## config.mk

```make
export PLATFORM = sky130hd
export DESIGN_NAME = alu_addsub_unit
export DESIGN_NICKNAME = d
export VERILOG_FILES = /design/src/addsub_pkg.sv /design/src/cla_slice.sv /design/src/addsub_request_port.sv /design/src/addsub_result_collector.sv /design/src/alu_addsub_unit.sv
export SDC_FILE = /design/constraint.sdc
export NUM_CORES = 1
export LEC_CHECK = 0
export ABC_AREA = 1
export BUFFER_PORTS_ARGS = -buffer_cell sky130_fd_sc_hd__buf_2
export CORE_ASPECT_RATIO = 1.25
export CORE_MARGIN = 5
export CORE_UTILIZATION = 55
export CTS_CLUSTER_SIZE = 8
export DETAILED_ROUTE_END_ITERATION = 12
export HOLD_SLACK_MARGIN = 0.02
export PLACE_DENSITY = 0.8
export SETUP_SLACK_MARGIN = 0.2
export SLEW_MARGIN = 20
export SYNTH_ARGS = -nofsm -noshare
export SYNTH_HDL_FRONTEND = slang
export SYNTH_SLANG_ARGS = --single-unit
```

## constraint.sdc

```tcl
create_clock -name clk -period 7.89 [get_ports clk]
set_clock_uncertainty 0.15 [all_clocks]
set_input_delay 1.1835 -clock clk [delete_from_list [all_inputs] [get_ports clk]]
set_output_delay 1.1835 -clock clk [all_outputs]
set_load 0.02 [all_outputs]
```

## src/addsub_pkg.sv

```systemverilog
package addsub_pkg;

    // datapath word and lookahead slice geometry
    localparam int word_width  = 32;
    localparam int slice_width = 4;
    localparam int num_slices  = word_width / slice_width;

    // status flags port
    localparam int flag_width = 4;

    // bit positions inside the flags port
    localparam int flag_carry    = 0;
    localparam int flag_overflow = 1;
    localparam int flag_zero     = 2;
    localparam int flag_negative = 3;

    // one data word, seen either whole or as one nibble per slice
    // nibble i covers bits 4i+3 down to 4i
    typedef union packed {
        logic [word_width-1:0]                   word;
        logic [num_slices-1:0][slice_width-1:0] nibble;
    } alu_word_t;

endpackage

```

## src/cla_slice.sv

```systemverilog
`timescale 1ns/100ps

module cla_slice
    import addsub_pkg::*;
(
    input  logic [slice_width-1:0] nibble_a,
    input  logic [slice_width-1:0] nibble_b,
    input  logic                   carry_in,
    input  logic                   op_sub,
    output logic [slice_width-1:0] nibble_sum,
    output logic                   carry_out
);

    logic [slice_width-1:0] b_eff;
    logic [slice_width-1:0] gen;
    logic [slice_width-1:0] prop;
    logic [slice_width-1:0] carry;

    // ones' complement of b when subtracting, the +1 comes in on carry_in
    assign b_eff = nibble_b ^ {slice_width{op_sub}};

    // per-bit generate and propagate
    assign gen  = nibble_a & b_eff;
    assign prop = nibble_a ^ b_eff;

    // carries expanded in lookahead form, all terms from gen, prop and carry_in
    assign carry[0] = gen[0]
                    | (prop[0] & carry_in);
    assign carry[1] = gen[1]
                    | (prop[1] & gen[0])
                    | (prop[1] & prop[0] & carry_in);
    assign carry[2] = gen[2]
                    | (prop[2] & gen[1])
                    | (prop[2] & prop[1] & gen[0])
                    | (prop[2] & prop[1] & prop[0] & carry_in);
    assign carry[3] = gen[3]
                    | (prop[3] & gen[2])
                    | (prop[3] & prop[2] & gen[1])
                    | (prop[3] & prop[2] & prop[1] & gen[0])
                    | (prop[3] & prop[2] & prop[1] & prop[0] & carry_in);

    // sum bits, each takes the carry from the bit below
    assign nibble_sum[0] = prop[0] ^ carry_in;
    assign nibble_sum[1] = prop[1] ^ carry[0];
    assign nibble_sum[2] = prop[2] ^ carry[1];
    assign nibble_sum[3] = prop[3] ^ carry[2];

    // block carry into the next slice
    assign carry_out = carry[slice_width-1];

endmodule

```

## src/addsub_request_port.sv

```systemverilog
`timescale 1ns/100ps

module addsub_request_port
    import addsub_pkg::*;
(
    input  logic      clk,
    input  logic      reset,
    input  logic      req,
    input  alu_word_t operand1,
    input  alu_word_t operand2,
    input  logic      operation,
    output alu_word_t a_word,
    output alu_word_t b_word,
    output logic      op_sub,
    output logic      load,
    output logic      ack
);

    // handshake FSM states
    localparam logic [1:0] st_idle    = 2'd0;
    localparam logic [1:0] st_compute = 2'd1;
    localparam logic [1:0] st_hold    = 2'd2;

    logic [1:0] state;
    logic [1:0] state_next;
    logic       capture;
    logic       release_ack;

    // a new request is only taken in idle, so never while ack is up
    assign capture = (state == st_idle) && req;

    // requester has dropped req after seeing ack
    assign release_ack = (state == st_hold) && ack && !req;

    always_comb begin
        state_next = state;
        case (state)
            st_idle: begin
                if (capture) begin
                    state_next = st_compute;
                end
            end
            st_compute: begin
                state_next = st_hold;
            end
            st_hold: begin
                if (release_ack) begin
                    state_next = st_idle;
                end
            end
            default: begin
                state_next = st_idle;
            end
        endcase
    end

    always_ff @(posedge clk) begin
        if (reset) begin
            state <= st_idle;
            load  <= 1'b0;
            ack   <= 1'b0;
        end else begin
            state <= state_next;

            // one-cycle strobe once the slices have settled on the captured words
            load <= (state == st_compute);

            // ack comes up on the same edge the collector takes the result
            if (load) begin
                ack <= 1'b1;
            end else if (release_ack) begin
                ack <= 1'b0;
            end
        end
    end

    // operand registers, loaded only on acceptance
    always_ff @(posedge clk) begin
        if (capture) begin
            a_word <= operand1;
            b_word <= operand2;
            op_sub <= operation;
        end
    end

endmodule

```

## src/addsub_result_collector.sv

```systemverilog
`timescale 1ns/100ps

module addsub_result_collector
    import addsub_pkg::*;
(
    input  logic                  clk,
    input  logic                  reset,
    input  logic                  load,
    input  alu_word_t             sum_word,
    input  logic                  carry_out,
    input  logic                  op_sub,
    input  logic                  sign_a,
    input  logic                  sign_b,
    output alu_word_t             result,
    output logic [flag_width-1:0] flags
);

    logic                  sign_b_eff;
    logic                  sign_sum;
    logic [flag_width-1:0] flags_next;

    // sign of the operand the adder really sees
    assign sign_b_eff = sign_b ^ op_sub;
    assign sign_sum   = sum_word.word[word_width-1];

    always_comb begin
        flags_next = '0;

        // for subtraction a set carry means no borrow
        flags_next[flag_carry] = carry_out;

        // same-signed inputs producing a result of the other sign
        flags_next[flag_overflow] = (sign_a == sign_b_eff) && (sign_sum != sign_a);

        flags_next[flag_zero]     = (sum_word.word == '0);
        flags_next[flag_negative] = sign_sum;
    end

    // result and flags stay put between loads
    always_ff @(posedge clk) begin
        if (reset) begin
            result <= '0;
            flags  <= '0;
        end else if (load) begin
            result <= sum_word;
            flags  <= flags_next;
        end
    end

endmodule

```

## src/alu_addsub_unit.sv

```systemverilog
`timescale 1ns/100ps

module alu_addsub_unit
    import addsub_pkg::*;
(
    input  logic                  clk,
    input  logic                  reset,
    input  logic                  req,
    input  alu_word_t             operand1,
    input  alu_word_t             operand2,
    input  logic                  operation,
    output logic                  ack,
    output alu_word_t             result,
    output logic [flag_width-1:0] flags
);

    alu_word_t             a_word;
    alu_word_t             b_word;
    logic                  op_sub;
    logic                  load;
    wire alu_word_t        sum_word;
    wire [num_slices:0]    carry;

    addsub_request_port u_request_port (
        .clk       (clk),
        .reset     (reset),
        .req       (req),
        .operand1  (operand1),
        .operand2  (operand2),
        .operation (operation),
        .a_word    (a_word),
        .b_word    (b_word),
        .op_sub    (op_sub),
        .load      (load),
        .ack       (ack)
    );

    // the subtract bit supplies the +1 of the two's complement
    assign carry[0] = op_sub;

    // block carries ripple from slice to slice
    for (genvar i = 0; i < num_slices; i++) begin : g_slice
        cla_slice u_slice (
            .nibble_a   (a_word.nibble[i]),
            .nibble_b   (b_word.nibble[i]),
            .carry_in   (carry[i]),
            .op_sub     (op_sub),
            .nibble_sum (sum_word.nibble[i]),
            .carry_out  (carry[i+1])
        );
    end

    addsub_result_collector u_result_collector (
        .clk       (clk),
        .reset     (reset),
        .load      (load),
        .sum_word  (sum_word),
        .carry_out (carry[num_slices]),
        .op_sub    (op_sub),
        .sign_a    (a_word.word[word_width-1]),
        .sign_b    (b_word.word[word_width-1]),
        .result    (result),
        .flags     (flags)
    );

endmodule

```

Yosys cells after proc, flatten, opt, wreduce, memory -nomap -nowiden
Index checks and enable logic that the tools add are counted.

word-level totals
  ROM bits = 0
  register bits = 105
  bits of input ports = 68
  RAM bits = 0
  output and inout bits = 37
  word-level logic and storage cells = 293
  memories = 0
  latch bits = 0

operators by class
  shifts and indexed selects = 0
  divide/modulo/power cells = 0
  add/sub/neg operators = 0
  mux-type cells = 5
  $mul = 0
  eq/ne operators = 6
  bitwise logic cells = 265
  reduce and logical (&&, ||, !) cells = 9
  order comparisons = 0

operators with widths
  operator                                                count
  AND 1 bit                                               128
  bitwise OR 1 bit                                        80
  bitwise XOR 4 bit                                       16
  bitwise XOR 1 bit                                       33
  AND 4 bit                                               8
  logical NOT 32 bit                                      1
  case mux 2 bit (3 select lines)                         1
  logical AND 1 bit                                       4
  2-to-1 mux 2 bit                                        2
  inequality test 2 x 1 -> 1 bit (second input constant)  2
  == test 2 x 1 -> 1 bit (second input constant)          1
  == test 2 bit (second input constant)                   1
  logical NOT 2 bit                                       1
  2-to-1 mux 1 bit                                        2
  AND reduction 2 bit                                     1
  nonzero test 2 bit                                      1
  == test 1 bit                                           1
  logical NOT 1 bit                                       1
  inequality test 1 bit                                   1

Logic depth before layout (Yosys ltp)
Gate-level depths: netlist of the first run.

  depth in word-level cells = 24
  depth in mapped cells = 40
  mapped depth without buffers = 38

Cells and area by module
A second synthesis of the first run with hierarchy kept.

second synthesis, totals
  cells, all modules = 602
  area total of the unflattened synthesis = 5647.9 um2

modules (own cells, without submodules)
  module                   sequential area each (um2)  cells an instance  instances  area an instance (um2)
  cla_slice                0.0                         42                 8          271.5
  addsub_request_port      2031.9                      82                 1          2095.8
  addsub_result_collector  700.7                       184                1          1380.1

Worst setup path before layout of the first run
No wires, ideal clock.

  path kind = in2reg
  start point = input port req
  end point = register u_request_port.a_word[0] in the netlist's numbering (enable)
  slack = 1.530 ns
  library setup time = 0.568 ns
  buffers on the path = 0
  data required time = 7.172 ns
  stages on the path = 2
  arrival time = 5.641 ns
  cell sequence = inv_1 -> nor3_1

on the way
  word-level cells in the longest chain between the ends = 1

ends and longest elaborated chain
  element                           RTL line                   text
  start: declaration                alu_addsub_unit.sv:8       input logic req,
  logical AND 1 bit                 addsub_request_port.sv:30  assign capture = (state == st_idle) && req;
  named net u_request_port.capture  addsub_request_port.sv:26  logic capture;
  end signal: assignment            addsub_request_port.sv:80  a_word <= operand1;
  end: declaration                  addsub_request_port.sv:12  output alu_word_t a_word,

The timed path passes the listed nets, and every way through them passes these cells.
A chain may end at the register's enable or synchronous reset.

Final worst setup path of the first run
  start point = register u_request_port.op_sub
  end point = register u_result_collector.flags[2]

on the way
  word-level cells in the longest chain between the ends = 23
  elaborated cells on any way between the ends = 254
  classes of those cells = bitwise: 253; reduce/logical: 1

ends and longest elaborated chain
  element                                                RTL line                                           text
  start: declaration                                     addsub_request_port.sv:14                          output logic op_sub,
  start signal: assignment                               addsub_request_port.sv:82                          op_sub <= operation;
  bitwise XOR 4 bit                                      cla_slice.sv:20                                    assign b_eff = nibble_b ^ {slice_width{op_sub}};
  bitwise XOR 4 bit / AND 4 bit (equally long branches)  cla_slice.sv:24, cla_slice.sv:23
  AND 1 bit (on tied branches)                           --
  bitwise OR 1 bit (tied with other cells)               cla_slice.sv:37                                    | (prop[3] & gen[2])
  bitwise OR 1 bit (tied with other cells)               cla_slice.sv:38                                    | (prop[3] & prop[2] & gen[1])
  bitwise OR 1 bit / AND 1 bit (equally long branches)   cla_slice.sv:39, cla_slice.sv:40
  bitwise OR 1 bit                                       cla_slice.sv:40                                    | (prop[3] & prop[2] & prop[1] & prop[0] & carry_in);
  AND 1 bit                                              cla_slice.sv:40
  (+7 left out)                                          --
  AND 1 bit                                              cla_slice.sv:40
  bitwise OR 1 bit                                       cla_slice.sv:40
  AND 1 bit                                              cla_slice.sv:40
  bitwise OR 1 bit                                       cla_slice.sv:40
  AND 1 bit (on tied branches)                           cla_slice.sv:28, cla_slice.sv:31, cla_slice.sv:35
  bitwise OR 1 bit (on tied branches)                    cla_slice.sv:28, cla_slice.sv:31, cla_slice.sv:35
  bitwise XOR 1 bit (on tied branches)                   cla_slice.sv:44, cla_slice.sv:45, cla_slice.sv:46
  logical NOT 32 bit *                                   addsub_result_collector.sv:35                      flags_next[flag_zero] = (sum_word.word == '0);
  end signal: assignment                                 addsub_result_collector.sv:46                      flags <= flags_next;
  end: declaration                                       addsub_result_collector.sv:15                      output logic [flag_width-1:0] flags

Every way passes the cells marked *; elsewhere a longest branch is shown, timed or not.

==> impl_metrics.env, run 1 <==
export IMPL_status="finished clean"
export IMPL_worst_path_buf_inv=3
export IMPL_ir_drop_mv=0.1387
export IMPL_grt_pass1_wl_um=19430
export IMPL_post_route_util_pct=66.00
export IMPL_synth_ff_type="edfxtp_1"
export IMPL_layout_common_cells="nand2_1, buf_2, inv_1, edfxtp_1, nor2_1"
export IMPL_firstDrtPassIters=4
export IMPL_viasPerCell=5.066
export IMPL_core_area_sq_um=9609
export IMPL_fin_crit_sh_pct=60.59
export IMPL_h_tree_depth=3
export IMPL_synth_top_area_share_pct=36.14
export IMPL_cap_violations=0
export IMPL_tightest_slew_ps=954.6
export IMPL_diodes=0
export IMPL_ys_seq_area_share_pct=50.59
export IMPL_drt_initial_drc_count=184
export IMPL_relSlewSlack_pct=36.36
export IMPL_fin_nets=794
export IMPL_yosysTopAreaCell="edfxtp_1"
export IMPL_fp_dieH_um=120.8
export IMPL_dp_hpwl_um=8700
export IMPL_postLayoutCellArea_sq_um=6342
export IMPL_syn_cell_area_sq_um=5401
export IMPL_postCtsHoldBufs=0
export IMPL_crit_type="reg2reg"
export IMPL_drc=0
export IMPL_io_buffers=104
export IMPL_slew_viol_final=0
export IMPL_worstPathMaxFanout=36
export IMPL_die_width_um=98.64
export IMPL_combPwrFrac_pct=25.2
export IMPL_critPathMaxStageDelay_ps=530
export IMPL_internal_power_w=0.001031
export IMPL_grt_setup_unrepaired="no"
export IMPL_routedWlPerCell_um=14.26
export IMPL_antenna_found_initial=0
export IMPL_post_cts_resized=0
export IMPL_dpl_worst_slack_ps=3113
export IMPL_clock_power_share_pct=31.6
export IMPL_synth_seq_cells=104
export IMPL_area_growth_pct=17.42
export IMPL_setup_worst_path_end_class="flop"
export IMPL_synthArstFlopShare_pct=0
export IMPL_cts_buffer_depth=2
export IMPL_grt_max_degree=66
export IMPL_setup_viol=0
export IMPL_num_io_pins=105
export IMPL_cts_clk_slew_worst_paths_ps=70
export IMPL_place_gp_congestion=0.9383
export IMPL_crit_required_ps=8020
export IMPL_post_cts_setup_buffers=0
export IMPL_wl_um=11660
export IMPL_arrival_ps=4910
export IMPL_p_leak_nw=3.184
export IMPL_power_density_nw_per_um2=233.2
export IMPL_grt_overflow=0
export IMPL_place_area_sq_um=6030
export IMPL_root_buffer="clkbuf_16"
export IMPL_path_common_cell="nand2_2"
export IMPL_ys_types=34
export IMPL_fillers=771
export IMPL_fmax_mhz=209.2
export IMPL_initial_core_util_pct=56.21
export IMPL_antenna_left=0
export IMPL_cts_tree="done"
export IMPL_worstHoldPathType="reg2reg"
export IMPL_synthCells=586
export IMPL_ys_warn_count=0
export IMPL_synth_edf_count=65
export IMPL_hold_viol_final=0
export IMPL_clk_latency_ps=340
export IMPL_grt_total_usage_pct=20.33
export IMPL_cts_buffers_inserted=9
export IMPL_layout_drive_gt1_share_pct=21.10
export IMPL_die_area_sq_um=11910
export IMPL_fin_crit_ps=4781
export IMPL_cp_slowest_cell="fa_1"
export IMPL_synthTopCellsByArea="edfxtp_1, dfxtp_1, nand2_1"
export IMPL_clock_sinks=104
export IMPL_p_sw_share_pct=30.31
export IMPL_via_count=4144
export IMPL_setup_slack_ps=3109
export IMPL_syn_num_nets=693
export IMPL_start_kind="flop"
export IMPL_p_total_w=0.001479
export IMPL_power_frac_seq_pct=43.3
export IMPL_synth_avg_cell_area_sq_um=9.217
export IMPL_timing_setup_tns_ps=0
export IMPL_placementRows=40
export IMPL_final_common_cell="nand2_1"
export IMPL_cp_top_family="simple AND/OR/NAND/NOR gates"
export IMPL_grt_pass1_vias=4322
export IMPL_p_sw_w=0.0004482
==> worst paths after layout <==
kind,end,cells after the start,start,slack [ps]
min reg2reg,u_result_collector.flags[1]$_SDFFE_PP0P_,2,u_result_collector.flags[1]$_SDFFE_PP0P_,330
max,u_result_collector.flags[2]$_SDFFE_PP0P_,35,u_request_port.op_sub$_DFFE_PP_,3110
max reg2reg,u_result_collector.flags[2]$_SDFFE_PP0P_,35,u_request_port.op_sub$_DFFE_PP_,3110
min,u_result_collector.flags[1]$_SDFFE_PP0P_,2,u_result_collector.flags[1]$_SDFFE_PP0P_,330
==> power by group through the flow <==
| stage | clock, W | sequential, W | combinational, W |
|---|---|---|---|
| after floorplan | 0 | 0.000659 | 0.000259 |
| after global placement | 0 | 0.000651 | 0.000351 |
| after detailed placement | 0 | 0.000652 | 0.000368 |
| after CTS | 0.000474 | 0.000640 | 0.000372 |
| after global routing | 0.000493 | 0.000644 | 0.000423 |
| final | 0.000467 | 0.000640 | 0.000372 |
==> state kept, by name (all words and copies together), names as in the netlist <==
| name | count |
|---|---|
| u_request_port.a_word | 32 |
| u_request_port.op_sub | 1 |
| u_request_port.state | 2 |
| u_result_collector.result | 31 |
| u_request_port.b_word | 32 |
| u_result_collector.flags | 4 |
| u_request_port.ack | 1 |
| u_request_port.load | 1 |
==> synthesized netlist by cell type, types with 2 or more instances <==
cell type  instances
nand2_2           15
o21ai_0           28
nor2_1            60
o21bai_1           3
xnor2_1            8
o211ai_1          10
edfxtp_1          65
nor3_1             2
fa_1               7
xor2_1            25
inv_1             95
clkbuf_1          13
nand2_1          107
nand2_4            5
nand4_1            4
a21oi_1           30
nand3_1           20
a21oi_2            2
nand3b_1           3
ha_1              32
dfxtp_1           39
==> kinds of logic after synthesis <==
logic type | after synthesis | synth area share (%)
xor+xnor | 33 | 5.351
buf+inv | 112 | 7.992
flops | 104 | 50.59
fa+ha+maj | 39 | 10.01
simple gates | 220 | 17.91
compound gates | 78 | 8.154
==> stage by stage <==
step                      hold slack, ps  cells
after floorplan                    273.5    586
after global placement             299.4    802
after detailed placement           316.1    802
after CTS                          330.5    818
after global routing               346.3    818
final                              333.4    818
==> tightest hold or removal path, delay by kind of cell (launching register included) <==
kind	cells	cell delay, ps
AOI/OAI and AO/OA	1	60
DFF	1	320
and+or+nand+nor	1	70
==> final cells by class <==
type	instances	area (sq um)	share of cell area (%)
well taps	126	157.7	2.486
clock inverters	6	83.83	1.322
flip-flops and latches	104	2734	43.11
clock buffers	10	229.0	3.610
multi-input cells	370	2242	35.35
inverters	96	360.3	5.682
repair buffers	106	535.5	8.443
==> routing by layer <==
| metal | GRT usage [%] | vias to the layer above | part of all wire, % | wire, um |
|---|---|---|---|---|
| met5 | 0 | - | 0 | 0 |
| li1 | - | 2088 | - | - |
| met1 | 23.73 | 1922 | 40 | 4694 |
| met2 | 36.04 | 109 | 52 | 6096 |
| met3 | 4.039 | 25 | 4.8 | 565 |
| met4 | 8.796 | 0 | 2.6 | 304 |
(Power assumes the default switching activity.)
==> inputs of run 2 (changes only) <==
==> constraint.sdc (replaced) <==
create_clock -name clk -period 4.77 [get_ports clk]
set_clock_uncertainty 0.15 [all_clocks]
set_input_delay 0.7155 -clock clk [delete_from_list [all_inputs] [get_ports clk]]
set_output_delay 0.7155 -clock clk [all_outputs]
set_load 0.02 [all_outputs]
==> impl_metrics.env, run 2 (same netlist as run 1, synthesis figures left out) <==
export IMPL_antenna_left=0
export IMPL_grt_pass1_wl_um=19290
export IMPL_clk_latency_ps=350
export IMPL_worstPathMaxFanout=6
export IMPL_routedWlPerCell_um=14.76
export IMPL_core_area_sq_um=9609
export IMPL_die_width_um=98.64
export IMPL_initial_core_util_pct=56.21
export IMPL_wl_um=12270
export IMPL_grt_overflow=0
export IMPL_power_frac_seq_pct=43.3
export IMPL_cp_top_family="simple AND/OR/NAND/NOR gates"
export IMPL_fmax_mhz=222.0
export IMPL_p_sw_share_pct=30.81
export IMPL_setup_viol=0
export IMPL_grt_setup_unrepaired="yes"
export IMPL_combPwrFrac_pct=26.9
export IMPL_grt_total_usage_pct=20.29
export IMPL_cp_depth=35
export IMPL_worst_path_buf_inv=2
export IMPL_fin_nets=807
export IMPL_stdcell_count=831
export IMPL_cap_violations=0
export IMPL_hold_viol_final=0
export IMPL_num_io_pins=105
export IMPL_globalRouteMet1Util_pct=22.58
export IMPL_fp_dieH_um=120.8
export IMPL_dp_cells=804
export IMPL_global_route_usage_met2_pct=36.46
export IMPL_largestRegisters="u_request_port.a_word: 32 flops, u_request_port.b_word: 32 flops, u_result_collector.result: 31 flops"
export IMPL_postCtsHoldBufs=0
export IMPL_h_tree_depth=3
export IMPL_ir_drop_mv=0.2424
export IMPL_drt_initial_drc_count=207
export IMPL_dp_hpwl_um=8828
export IMPL_cts_clk_slew_worst_paths_ps=70
export IMPL_fin_crit_ps=4505
export IMPL_crit_path_end="u_result_collector.flags[2]$_SDFFE_PP0P_"
export IMPL_path_common_cell="nand2_2"
export IMPL_internal_power_w=0.001696
export IMPL_p_sw_w=0.0007551
export IMPL_die_area_sq_um=11910
export IMPL_grt_max_degree=66
export IMPL_setup_worst_path_end_class="flop"
export IMPL_clock_sinks=104
export IMPL_slew_viol_final=0
export IMPL_crit_required_ps=4910
export IMPL_r2r_start="u_request_port.op_sub$_DFFE_PP_"
export IMPL_relSlewSlack_pct=34.46
export IMPL_critPathMaxStageDelay_ps=520
export IMPL_cp_slowest_cell="fa_1"
export IMPL_cts_tree="done"
export IMPL_layout_common_cells="nand2_1, buf_2, inv_1, edfxtp_1, nor2_1"
export IMPL_diodes=0
export IMPL_placementRows=40
export IMPL_layout_drive_gt1_share_pct=23.69
export IMPL_cts_buffer_depth=2
export IMPL_cts_buffers_inserted=9
export IMPL_timing_setup_tns_ps=0
export IMPL_p_leak_nw=3.284
export IMPL_critPathLaunch="u_request_port.op_sub$_DFFE_PP_"
export IMPL_antenna_found_initial=0
export IMPL_power_density_nw_per_um2=376.0
export IMPL_crit_type="reg2reg"
export IMPL_fillers=750
export IMPL_drc=0
export IMPL_reg2reg_depth=35
export IMPL_root_buffer="clkbuf_16"
export IMPL_io_buffers=104
export IMPL_status="finished clean"
export IMPL_firstDrtPassIters=5
export IMPL_reg2reg_slack_ps=260
export IMPL_viasPerCell=5.140
export IMPL_grt_use_met3_pct=4.847
export IMPL_top_usage_layer="met2"
export IMPL_tightest_slew_ps=983.1
export IMPL_place_gp_congestion=0.9043
export IMPL_via_count=4271
export IMPL_grt_pass1_vias=4274
export IMPL_start_kind="flop"
export IMPL_clock_power_share_pct=29.8
export IMPL_final_common_cell="nand2_1"
export IMPL_arrival_ps=4640
export IMPL_area_growth_pct=20.69
export IMPL_worstReg2RegEnd="u_result_collector.flags[2]$_SDFFE_PP0P_"
export IMPL_fin_crit_sh_pct=94.45
export IMPL_worstHoldPathType="reg2reg"
## run 2: timing repair
action	CTS	global route
setup buffers	0	9
resized for setup	1	15
pin swaps	0	10
setup endpoints to repair	1	1
cloned	0	2
## run 2: final cells by class
type | instances | area [sq um] | area share, %
flip-flops and latches | 104 | 2734 | 41.94
multi-input cells | 370 | 2290 | 35.12
repair buffers | 119 | 684.4 | 10.50
inverters | 96 | 360.3 | 5.528
clock buffers | 13 | 250.2 | 3.839
well taps | 126 | 157.7 | 2.418
clock inverters | 3 | 42.54 | 0.6526
## run 2: worst min-delay path by stage
stage                                              from                                  endpoint  slack [ps]  cells past startpoint
6_report       u_result_collector.flags[1]$_SDFFE_PP0P_  u_result_collector.flags[1]$_SDFFE_PP0P_         320                      2
5_1_grt        u_result_collector.flags[1]$_SDFFE_PP0P_  u_result_collector.flags[1]$_SDFFE_PP0P_         360                      2
4_1_cts        u_result_collector.flags[1]$_SDFFE_PP0P_  u_result_collector.flags[1]$_SDFFE_PP0P_         330                      2
3_5_place_dp   u_result_collector.flags[1]$_SDFFE_PP0P_  u_result_collector.flags[1]$_SDFFE_PP0P_         320                      2
3_3_place_gp   u_result_collector.flags[1]$_SDFFE_PP0P_  u_result_collector.flags[1]$_SDFFE_PP0P_         300                      2
2_1_floorplan      u_request_port.state[1]$_SDFFE_PP0P_      u_request_port.state[0]$_SDFFE_PP0P_         290                      1
## run 2: tightest hold or removal path, cell delays in order (launching register included)
cell	delay (ps)
dfxtp_1	310
nand2_1	60
a21oi_1	60
## run 2: stage by stage
step / total power [W] / setup WS, ps / hold slack [ps] / utilization (%) / cell area, sq um
finish: 0.002451 / 264.7 / 324.9 / 67.84 / 6519
detailed placement: 0.001689 / 190.5 / 319.5 / 62.97 / 6051
global route: 0.002580 / -96.28 / 360.8 / 67.84 / 6519
floorplan: 0.001515 / 417.5 / 294.2 / - / 5406
CTS: 0.002418 / 226.6 / 330.2 / 66.05 / 6347
global placement: 0.001664 / 403.8 / 300.9 / 62.97 / 6051
## run 2: power groups by stage
| stage | Combinational, W | Clock (W) | Sequential, W |
|---|---|---|---|
| after CTS | 0.000614 | 0.000743 | 0.00106 |
| after floorplan | 0.000429 | 0 | 0.00109 |
| after detailed placement | 0.000609 | 0 | 0.00108 |
| final | 0.000659 | 0.000730 | 0.00106 |
| after global placement | 0.000586 | 0 | 0.00108 |
| after global routing | 0.000739 | 0.000775 | 0.00107 |
## run 2: per-layer routing
metal	vias up	part of all wire, %
met3	36	5.9
met5	-	0
met1	1964	39
met2	155	52
li1	2116	-
met4	0	3.3
